### src/rtl/cpu_defines.svh
/*
 * Sizing macros for the execute slice.
 * Data width, register count and bus word address width.
 */

`ifndef CPU_DEFINES_SVH
`define CPU_DEFINES_SVH

// Width of one data word and of one instruction word
`define DATA_W 16

// Number of general purpose registers, none hard-wired to zero
`define REG_CNT 16

// Wishbone word address width, covers the control regs and the register window
`define ADR_W 5

`endif

### src/rtl/isa_pkg.sv
/*
 * Instruction set package.
 * Instruction word union, opcode values and flag bit positions.
 */

package isa_pkg;

  ////////////////////////////////////////////////////////////
  // Instruction word layouts
  ////////////////////////////////////////////////////////////
  typedef struct packed {
    logic [3:0] opcode;  // Operation
    logic [3:0] rd;      // Destination register
    logic [3:0] rs;      // First source register
    logic [3:0] rt;      // Second source, or shift amount for shifts
  } r_form_t;

  typedef struct packed {
    logic [3:0] opcode;  // Operation
    logic [3:0] rd;      // Destination, also the byte-load base
    logic [7:0] imm;     // Byte immediate for LLB and LHB
  } i_form_t;

  // One 16-bit word seen either way
  typedef union packed {
    r_form_t r_form;
    i_form_t i_form;
  } instr_u;

  // Opcode values, anything not listed is illegal in this slice
  localparam logic [3:0] OP_ADD    = 4'h0;
  localparam logic [3:0] OP_SUB    = 4'h1;
  localparam logic [3:0] OP_XOR    = 4'h2;
  localparam logic [3:0] OP_RED    = 4'h3;
  localparam logic [3:0] OP_SLL    = 4'h4;
  localparam logic [3:0] OP_SRA    = 4'h5;
  localparam logic [3:0] OP_ROR    = 4'h6;
  localparam logic [3:0] OP_PADDSB = 4'h7;
  localparam logic [3:0] OP_LLB    = 4'hA;
  localparam logic [3:0] OP_LHB    = 4'hB;

  // Flag word layout, N V Z from msb down
  localparam int FLAG_W = 3;
  localparam int FLAG_Z = 0;
  localparam int FLAG_V = 1;
  localparam int FLAG_N = 2;

endpackage

### src/rtl/wb_pkg.sv
/*
 * Wishbone slave register map.
 * Word addresses of the control registers and status bit positions.
 */

`include "cpu_defines.svh"

package wb_pkg;

  // Control registers
  localparam logic [`ADR_W-1:0] ADR_INSTR  = `ADR_W'('h00);  // Write runs the instruction
  localparam logic [`ADR_W-1:0] ADR_FLAGS  = `ADR_W'('h01);  // N V Z, read only
  localparam logic [`ADR_W-1:0] ADR_STATUS = `ADR_W'('h02);  // Sticky status bits

  // Register window, r0 at the base up to r15 at 0x1F
  localparam logic [`ADR_W-1:0] ADR_REG_BASE = `ADR_W'('h10);

  // Status register bits
  // Write 1 to clear
  localparam int STAT_ILLEGAL = 0;

endpackage

### src/rtl/alu_if.sv
/*
 * Combinational link between the execute core and the ALU.
 * Operands and opcode go out, result and flag-set signals come back.
 */

`timescale 1ns/1ns

`include "cpu_defines.svh"

interface alu_if;

  logic [`DATA_W-1:0] in1;     // First operand, rs or rd
  logic [`DATA_W-1:0] in2;     // Second operand, rt, shift amount or imm
  logic [3:0]         opcode;  // Raw opcode field
  logic [`DATA_W-1:0] result;  // ALU output
  logic               z_set;   // Result is zero
  logic               v_set;   // Signed overflow on ADD or SUB
  logic               n_set;   // Result sign bit

  // Core side
  modport ctrl (output in1, in2, opcode, input result, z_set, v_set, n_set);

  // ALU side
  modport unit (input in1, in2, opcode, output result, z_set, v_set, n_set);

endinterface

### src/rtl/alu.sv
/*
 * 16-bit combinational ALU.
 * Saturating ADD and SUB, XOR, byte reduction, packed nibble add,
 * shifts by a 4-bit amount and the two byte loads.
 */

`timescale 1ns/1ns

`include "cpu_defines.svh"

module alu (
  alu_if.unit bus  // Operands in, result and flag-set signals out
);

  ////////////////////////////////////////////////////////////
  // Saturating add and subtract
  ////////////////////////////////////////////////////////////
  logic                 is_sub;    // SUB selects two's complement of in2
  logic                 is_addsub; // Only these two report overflow
  logic [`DATA_W-1:0]   b_eff;     // in2 or its inverse
  logic [`DATA_W-1:0]   add_raw;   // Wrapping sum
  logic                 add_ov;    // Signed overflow of the wrapping sum
  logic [`DATA_W-1:0]   add_sat;   // Clamped sum

  assign is_sub    = (bus.opcode == isa_pkg::OP_SUB);
  assign is_addsub = (bus.opcode == isa_pkg::OP_ADD) | is_sub;

  assign b_eff   = is_sub ? ~bus.in2 : bus.in2;
  assign add_raw = bus.in1 + b_eff + `DATA_W'(is_sub);  // Carry-in completes the negate

  // Same sign operands, result sign flipped
  assign add_ov = (bus.in1[`DATA_W-1] == b_eff[`DATA_W-1]) &
                  (add_raw[`DATA_W-1] != bus.in1[`DATA_W-1]);

  // Clamp toward the operand sign
  assign add_sat = !add_ov             ? add_raw :
                   bus.in1[`DATA_W-1]  ? {1'b1, {(`DATA_W-1){1'b0}}} :  // 8000
                                         {1'b0, {(`DATA_W-1){1'b1}}};   // 7FFF

  ////////////////////////////////////////////////////////////
  // Byte reduction
  ////////////////////////////////////////////////////////////
  // Four signed bytes summed at 10 bits, never overflows
  logic [9:0] red_sum;

  assign red_sum = {{2{bus.in1[15]}}, bus.in1[15:8]} +
                   {{2{bus.in1[7]}},  bus.in1[7:0]}  +
                   {{2{bus.in2[15]}}, bus.in2[15:8]} +
                   {{2{bus.in2[7]}},  bus.in2[7:0]};

  ////////////////////////////////////////////////////////////
  // Packed nibble add with per-lane saturation
  ////////////////////////////////////////////////////////////
  logic [`DATA_W-1:0] pad_res;

  for (genvar i = 0; i < `DATA_W/4; i++) begin : g_nib
    logic [4:0] nsum;  // Sign-extended lane sum

    assign nsum = {bus.in1[4*i+3], bus.in1[4*i+3 -: 4]} +
                  {bus.in2[4*i+3], bus.in2[4*i+3 -: 4]};

    // Top two bits disagree on lane overflow
    assign pad_res[4*i +: 4] = (nsum[4] == nsum[3]) ? nsum[3:0] :
                               nsum[4]              ? 4'h8 : 4'h7;
  end

  ////////////////////////////////////////////////////////////
  // Shifts
  ////////////////////////////////////////////////////////////
  logic [3:0]           shamt;    // Amount from the low nibble of in2
  logic [`DATA_W-1:0]   sll_res;
  logic [`DATA_W-1:0]   sra_res;
  logic [2*`DATA_W-1:0] rot_dbl;  // Doubled word, low half is the rotate

  assign shamt   = bus.in2[3:0];
  assign sll_res = bus.in1 << shamt;
  assign sra_res = $signed(bus.in1) >>> shamt;
  assign rot_dbl = {bus.in1, bus.in1} >> shamt;

  ////////////////////////////////////////////////////////////
  // Result select
  ////////////////////////////////////////////////////////////
  always_comb begin
    case (bus.opcode)
      isa_pkg::OP_ADD,
      isa_pkg::OP_SUB:    bus.result = add_sat;
      isa_pkg::OP_XOR:    bus.result = bus.in1 ^ bus.in2;
      isa_pkg::OP_RED:    bus.result = {{(`DATA_W-10){red_sum[9]}}, red_sum};
      isa_pkg::OP_SLL:    bus.result = sll_res;
      isa_pkg::OP_SRA:    bus.result = sra_res;
      isa_pkg::OP_ROR:    bus.result = rot_dbl[`DATA_W-1:0];
      isa_pkg::OP_PADDSB: bus.result = pad_res;
      isa_pkg::OP_LLB:    bus.result = {bus.in1[15:8], bus.in2[7:0]};  // Keep high byte
      isa_pkg::OP_LHB:    bus.result = {bus.in2[7:0], bus.in1[7:0]};   // Keep low byte
      default:            bus.result = '0;  // Illegal, core writes nothing
    endcase
  end

  // Flag candidates, the core decides which ones land
  assign bus.z_set = (bus.result == '0);
  assign bus.v_set = add_ov & is_addsub;
  assign bus.n_set = bus.result[`DATA_W-1];

endmodule

### src/rtl/reg_file.sv
/*
 * Sixteen-word register file.
 * Two core read ports and a bus read port, all combinational,
 * plus separate core and bus write ports.
 */

`timescale 1ns/1ns

`include "cpu_defines.svh"

module reg_file (
  input  logic               clk,
  input  logic [3:0]         rs_addr,    // Core read port A
  input  logic [3:0]         rt_addr,    // Core read port B
  output logic [`DATA_W-1:0] rs_data,
  output logic [`DATA_W-1:0] rt_data,
  input  logic               core_we,    // Write back from execute
  input  logic [3:0]         core_addr,
  input  logic [`DATA_W-1:0] core_data,
  input  logic               bus_we,     // Host write through the window
  input  logic [3:0]         bus_addr,
  input  logic [`DATA_W-1:0] bus_wdata,
  output logic [`DATA_W-1:0] bus_rdata   // Host read through the window
);

  logic [`DATA_W-1:0] regs [`REG_CNT];  // Storage, power-up contents undefined

  // Reads see the array directly, no bypass needed since
  // a write lands on the same edge as the bus ack
  assign rs_data   = regs[rs_addr];
  assign rt_data   = regs[rt_addr];
  assign bus_rdata = regs[bus_addr];

  ////////////////////////////////////////////////////////////
  // Write ports
  ////////////////////////////////////////////////////////////
  // One bus access at a time keeps the two ports apart
  always_ff @(posedge clk) begin
    if (core_we) begin
      regs[core_addr] <= core_data;
    end
    if (bus_we) begin
      regs[bus_addr] <= bus_wdata;
    end
  end

endmodule

### src/rtl/exec_core.sv
/*
 * Single-cycle execute stage.
 * Decodes one instruction word, feeds the ALU, writes rd back and
 * updates the flags by opcode class; flags illegal opcodes.
 */

`timescale 1ns/1ns

`include "cpu_defines.svh"

module exec_core (
  input  logic                          clk,
  input  logic                          rst_n,
  input  logic                          exec,           // Run instr this cycle
  input  isa_pkg::instr_u               instr,
  input  logic                          clear_illegal,  // Host write of 1 to STATUS
  output logic [3:0]                    rs_addr,
  output logic [3:0]                    rt_addr,
  input  logic [`DATA_W-1:0]            rs_data,
  input  logic [`DATA_W-1:0]            rt_data,
  output logic                          core_we,
  output logic [3:0]                    core_addr,
  output logic [`DATA_W-1:0]            core_data,
  alu_if.ctrl                           alu,
  output logic [isa_pkg::FLAG_W-1:0]    flags,          // N V Z
  output logic                          illegal         // Sticky
);

  logic [3:0] opcode;
  logic       is_lb;    // LLB or LHB, first operand is rd
  logic       is_shift; // Second operand is the rt field itself
  logic       legal;
  logic       upd_zvn;  // Arithmetic class
  logic       upd_z;    // Logic and shift class

  assign opcode   = instr.r_form.opcode;
  assign is_lb    = (opcode == isa_pkg::OP_LLB) | (opcode == isa_pkg::OP_LHB);
  assign is_shift = (opcode == isa_pkg::OP_SLL) | (opcode == isa_pkg::OP_SRA) |
                    (opcode == isa_pkg::OP_ROR);

  ////////////////////////////////////////////////////////////
  // Operand fetch
  ////////////////////////////////////////////////////////////
  assign rs_addr = is_lb ? instr.i_form.rd : instr.r_form.rs;
  assign rt_addr = instr.r_form.rt;

  assign alu.opcode = opcode;
  assign alu.in1    = rs_data;
  assign alu.in2    = is_lb    ? `DATA_W'(instr.i_form.imm) :   // Zero-extended byte
                      is_shift ? `DATA_W'(instr.r_form.rt)  :   // Shift amount
                                 rt_data;

  // Opcode class decode
  always_comb begin
    legal   = 1'b1;
    upd_zvn = 1'b0;
    upd_z   = 1'b0;
    case (opcode)
      isa_pkg::OP_ADD, isa_pkg::OP_SUB: upd_zvn = 1'b1;
      isa_pkg::OP_XOR, isa_pkg::OP_SLL,
      isa_pkg::OP_SRA, isa_pkg::OP_ROR: upd_z = 1'b1;
      isa_pkg::OP_RED, isa_pkg::OP_PADDSB,
      isa_pkg::OP_LLB, isa_pkg::OP_LHB: begin
        // Flags untouched
      end
      default: legal = 1'b0;  // LW, SW and 0xC to 0xF
    endcase
  end

  // Write back
  assign core_we   = exec & legal;
  assign core_addr = instr.i_form.rd;
  assign core_data = alu.result;

  ////////////////////////////////////////////////////////////
  // Flags and illegal bit
  ////////////////////////////////////////////////////////////
  always_ff @(posedge clk) begin
    if (!rst_n) begin
      flags   <= '0;
      illegal <= 1'b0;
    end else begin
      if (core_we && upd_zvn) begin
        flags[isa_pkg::FLAG_Z] <= alu.z_set;
        flags[isa_pkg::FLAG_V] <= alu.v_set;
        flags[isa_pkg::FLAG_N] <= alu.n_set;
      end else if (core_we && upd_z) begin
        flags[isa_pkg::FLAG_Z] <= alu.z_set;  // V and N hold
      end
      if (exec && !legal) illegal <= 1'b1;
      else if (clear_illegal) illegal <= 1'b0;
    end
  end

endmodule

### src/rtl/wb_exec_top.sv
/*
 * Execute slice top with a Wishbone classic slave port.
 * Decodes control registers and the register window, acks each access.
 */

`timescale 1ns/1ns

`include "cpu_defines.svh"

module wb_exec_top (
  input  logic               clk,
  input  logic               rst_n,
  input  logic               cyc,
  input  logic               stb,
  input  logic               we,
  input  logic [`ADR_W-1:0]  adr,
  input  logic [`DATA_W-1:0] dat_w,
  output logic [`DATA_W-1:0] dat_r,
  output logic               ack
);

  logic                        new_req;       // First cycle of an access
  logic                        wr_stb;        // Single-cycle write strobe
  logic                        in_win;        // Address in 0x10..0x1F
  logic                        exec;
  logic                        bus_we;
  logic                        clear_illegal;
  logic [`DATA_W-1:0]          bus_rdata;
  logic [isa_pkg::FLAG_W-1:0]  flags;
  logic                        illegal;
  logic [3:0]                  rs_addr, rt_addr, core_addr;
  logic [`DATA_W-1:0]          rs_data, rt_data, core_data;
  logic                        core_we;
  isa_pkg::instr_u             instr_word;

  ////////////////////////////////////////////////////////////
  // Bus handshake
  ////////////////////////////////////////////////////////////
  assign new_req = cyc & stb & ~ack;
  assign wr_stb  = new_req & we;

  // One-cycle ack, held stb restarts after a low cycle
  always_ff @(posedge clk) begin
    if (!rst_n) ack <= 1'b0;
    else        ack <= new_req;
  end

  // Address decode
  assign in_win        = (adr[`ADR_W-1:4] == wb_pkg::ADR_REG_BASE[`ADR_W-1:4]);
  assign exec          = wr_stb & (adr == wb_pkg::ADR_INSTR);
  assign bus_we        = wr_stb & in_win;
  assign clear_illegal = wr_stb & (adr == wb_pkg::ADR_STATUS) & dat_w[wb_pkg::STAT_ILLEGAL];
  assign instr_word    = dat_w;

  // Read mux, unmapped reads give zero
  always_comb begin
    dat_r = '0;
    if (in_win) dat_r = bus_rdata;
    else if (adr == wb_pkg::ADR_FLAGS) dat_r = `DATA_W'(flags);
    else if (adr == wb_pkg::ADR_STATUS) dat_r[wb_pkg::STAT_ILLEGAL] = illegal;
  end

  ////////////////////////////////////////////////////////////
  // Datapath
  ////////////////////////////////////////////////////////////
  alu_if alu_bus ();

  alu alu_i (.bus(alu_bus));

  reg_file rf_i (
    .clk, .rs_addr, .rt_addr, .rs_data, .rt_data,
    .core_we, .core_addr, .core_data,
    .bus_we, .bus_addr(adr[3:0]), .bus_wdata(dat_w), .bus_rdata
  );

  exec_core core_i (
    .clk, .rst_n, .exec, .instr(instr_word), .clear_illegal,
    .rs_addr, .rt_addr, .rs_data, .rt_data,
    .core_we, .core_addr, .core_data,
    .alu(alu_bus), .flags, .illegal
  );

endmodule

### config.mk
export PLATFORM = sky130hd
export DESIGN_NAME = wb_exec_top
export DESIGN_NICKNAME = d
export VERILOG_FILES = /design/src/rtl/isa_pkg.sv /design/src/rtl/wb_pkg.sv /design/src/rtl/alu_if.sv /design/src/rtl/alu.sv /design/src/rtl/reg_file.sv /design/src/rtl/exec_core.sv /design/src/rtl/wb_exec_top.sv
export VERILOG_INCLUDE_DIRS = /design/src /design/src/rtl
export SDC_FILE = /design/constraint.sdc
export NUM_CORES = 1
export LEC_CHECK = 0
export BUFFER_PORTS_ARGS = -buffer_cell sky130_fd_sc_hd__buf_2
export CAP_MARGIN = 20
export CORE_ASPECT_RATIO = 1.1
export CORE_MARGIN = 10
export CORE_UTILIZATION = 55
export DETAILED_ROUTE_END_ITERATION = 7
export HOLD_SLACK_MARGIN = 0.1
export PLACE_DENSITY = 0.71
export SYNTH_ARGS = -nofsm -noshare
export SYNTH_HDL_FRONTEND = slang
export SYNTH_HIERARCHICAL = 1
export SYNTH_SLANG_ARGS = --single-unit
### constraint.sdc
create_clock -name clk -period 10.4 [get_ports clk]
set_input_delay 3.12 -clock clk [delete_from_list [all_inputs] [get_ports clk]]
set_output_delay 3.12 -clock clk [all_outputs]
set_load 0.02 [all_outputs]
==> reports/qor.yml <==
run_status:
  outcome: "finished, final reports clean"
sta:
  finalHoldViolCount: 0
  fmax_ghz: 0.108
  setup-violations-final: 0
  slew_headroom: 0.114
  worst_pin_slew_ns: 1.33
  skew_ns: 0.0301
  period_share: 0.894
  fin_setup_tns_ns: 0
  drv_slew: 0
  whs_ns: 0.521
  period_needed_ns: 9.30
  rsz0062_at_grt: "false"
global_routing:
  grt_max_degree: 51
  grt_use_total: 0.315
  first_global_vias: 17900
  antenna_found_initial: 1
  gr-total-overflow: 0
  grt_pass1_wl_um: 120000
  met3_usage: 0.0759
  grt_busiest_layer: "met2"
  use_met1: 0.383
  grt_use_met2: 0.493
place:
  gp_congestion: 1.02
  io_buffers: 42
  dp_cells: 2317
  hpwl_um: 55300
logic_synthesis:
  seq_area_frac_synth: 0.337
  synth_cell_types: 100
  syn_area_mm2: 0.0231
  ys_ff_latch: 261
  async_reset_ff_frac: 0
  synthCells: 1836
  synth_area_leaders: "edfxtp_1 33%, mux4_2 22%, mux2_2 12%"
  dominantRegCellSynth: "edfxtp_1"
  synth_fp_nets: 1926
  postSynthAreaPerCell_um2: 12.6
  synth_top_area_frac: 0.332
  yosysWarnings: 6
  synth_top_area_cell: "edfxtp_1"
  synth_edf_count: 256
clocking:
  cts_tree: "built"
  clock_latency_ns: 0.58
  ctsHtreeMaxLevel: 1
  clkTransAtPathRegs_ns: 0.07
  cts.sinks: 261
  cts_resized: 0
  cts_buffers: 27
  cts.path.max_buffers: 3
  root_buffer: "clkbuf_16"
  cts_setup_buffers: 0
  cts_hold_buf: 0
critical_path:
  path_max_fanout: 17
  slowest_stage: "fa_1"
  worst_r2r_endpoint: "core_i/flags[0]"
  worstRegToRegCells: 21
  end_kind: "flip-flop"
  start_kind: "primary input"
  r2r_slack_ns: 4.16
  max_stage_delay_ns: 0.67
  crit_chain: "buf_2, and3b_1, mux2_4, buf_4, mux4_2, a22oi_1, nand2_1, fa_1, inv_1, fa_1, inv_1, ha_1, a2111o_1, o2111ai_1, a21boi_2, nand4_1, a211o_1, or4b_1, nor4_2, and4bb_1, nand4_1, a21oi_1"
  crit_buf_inv: 4
  path_class: "in -> reg"
  arrival_ns: 9.82
  reg2reg_from: "rf_i/regs[3][3]"
  crit_required_ns: 10.92
  crit_family: "simple AND/OR/NAND/NOR gates"
hold_path:
  hold_depth: 2
  worstHoldPathType: "reg -> reg"
  hp-start: "core_i/illegal"
  worstHoldEndpoint: "core_i/illegal"
die:
  num_rows: 78
  core-area_mm2: 0.0414
  dieArea_mm2: 0.0507
  initial_utilization: 0.559
  die_y_um: 235
  num_io_pins: 43
  die_w_um: 216
power_and_ir_drop:
  power_frac_seq: 0.319
  power_frac_comb: 0.419
  power-per-cell-area_mw_per_mm2: 159
  p_leak_nw: 8.87
  p_int_mw: 2.58
  clockPowerShare: 0.263
  switching_share: 0.343
  p_sw_mw: 1.35
  irDropWorstVdd_mv: 0.158
cells_and_area:
  layout-drive-gt1-share: 0.402
  area_delta_synth_final_pct: 6.93
  fin_nets: 1879
  antennaDiodeCount: 0
  layout_commonest_cell: "edfxtp_1"
  fin_util: 0.598
  fin_cells: 2370
  final_cell_mix: "256 x edfxtp_1, 250 x mux2_2, 221 x mux4_2, 120 x nand2_1, 105 x a22oi_1"
drt:
  wirelength_um: 82500
  drc: 0
  drt_iter0_markers: 2788
  drt.antenna.violating_nets: 0
  wl_per_cell_um: 34.8
  vias: 18200
  viasPerCell: 7.68
  drt_first_pass_iters: 6
run:
  drv_cap: 0
power by group through the flow:
stage / registers (mW) / logic, mW / clock network (mW)
after global placement: 1.28 / 1.55 / 0
after CTS: 1.25 / 1.60 / 1.04
after floorplan: 1.28 / 1.21 / 0
after detailed placement: 1.28 / 1.59 / 0
final: 1.25 / 1.65 / 1.03
after global routing: 1.25 / 1.75 / 1.08
metrics by stage:
step	instance area, um^2	setup WS (ns)	power, mW
finish	24700	1.10	3.93
global route	24700	0.822	4.08
CTS	24700	1.21	3.89
detailed placement	23800	0.641	2.87
global placement	23800	0.749	2.83
floorplan	23100	0.842	2.49
cell type report:
class	count	area (um^2)
Fill cell	3296	16700
Tap cell	560	701
Clock inverter	23	246
Clock buffer	27	676
Multi-Input combinational cell	1303	14100
Timing Repair Buffer	137	982
Sequential cell	261	7790
Inverter	59	221
state kept, by name (all words and copies together) (netlist names):
name and flops:
rf_i/regs 256, core_i/flags 3, ack 1, core_i/illegal 1
worst min-delay path: stages, from the launching register on:
cell and delay (ns):
dfxtp_1 0.35, a32oi_1 0.07, nor2_1 0.07
routing by layer:
metal,routed length [um],up-vias
met1,27600,8996
li1,-,7239
met4,6550,0
met3,10500,363
met2,37900,1597
met5,0,-
synth_stat cells (all sizes together), types with 39 or more instances:
cell	instances
a21oi	39
edfxtp	256
a22oi	105
mux2	273
inv	59
ha	42
buf	123
mux4	224
nand2	121
o21ai	50
nor2	60
clkbuf	90
worst max-delay path by stage:
stage / start / endpoint / slack, ns / cells past startpoint
2_1_floorplan: dat_w[0] / core_i/flags[0] / 0.84 / 24
3_3_place_gp: dat_w[14] / core_i/flags[0] / 0.75 / 25
3_5_place_dp: dat_w[14] / core_i/flags[0] / 0.64 / 25
4_1_cts: dat_w[14] / core_i/flags[0] / 1.21 / 25
5_1_grt: dat_w[14] / core_i/flags[0] / 0.82 / 24
6_report: dat_w[14] / core_i/flags[0] / 1.10 / 22
cell families after synthesis:
family / Yosys count / share of synthesized area
mux: 520 / 0.364
simple gates: 356 / 0.0828
compound gates: 327 / 0.100
buf+inv: 272 / 0.0606
flops: 261 / 0.337
fa+ha+maj: 64 / 0.0418
xor+xnor: 36 / 0.0136
Power figures use the tool's default switching activity.
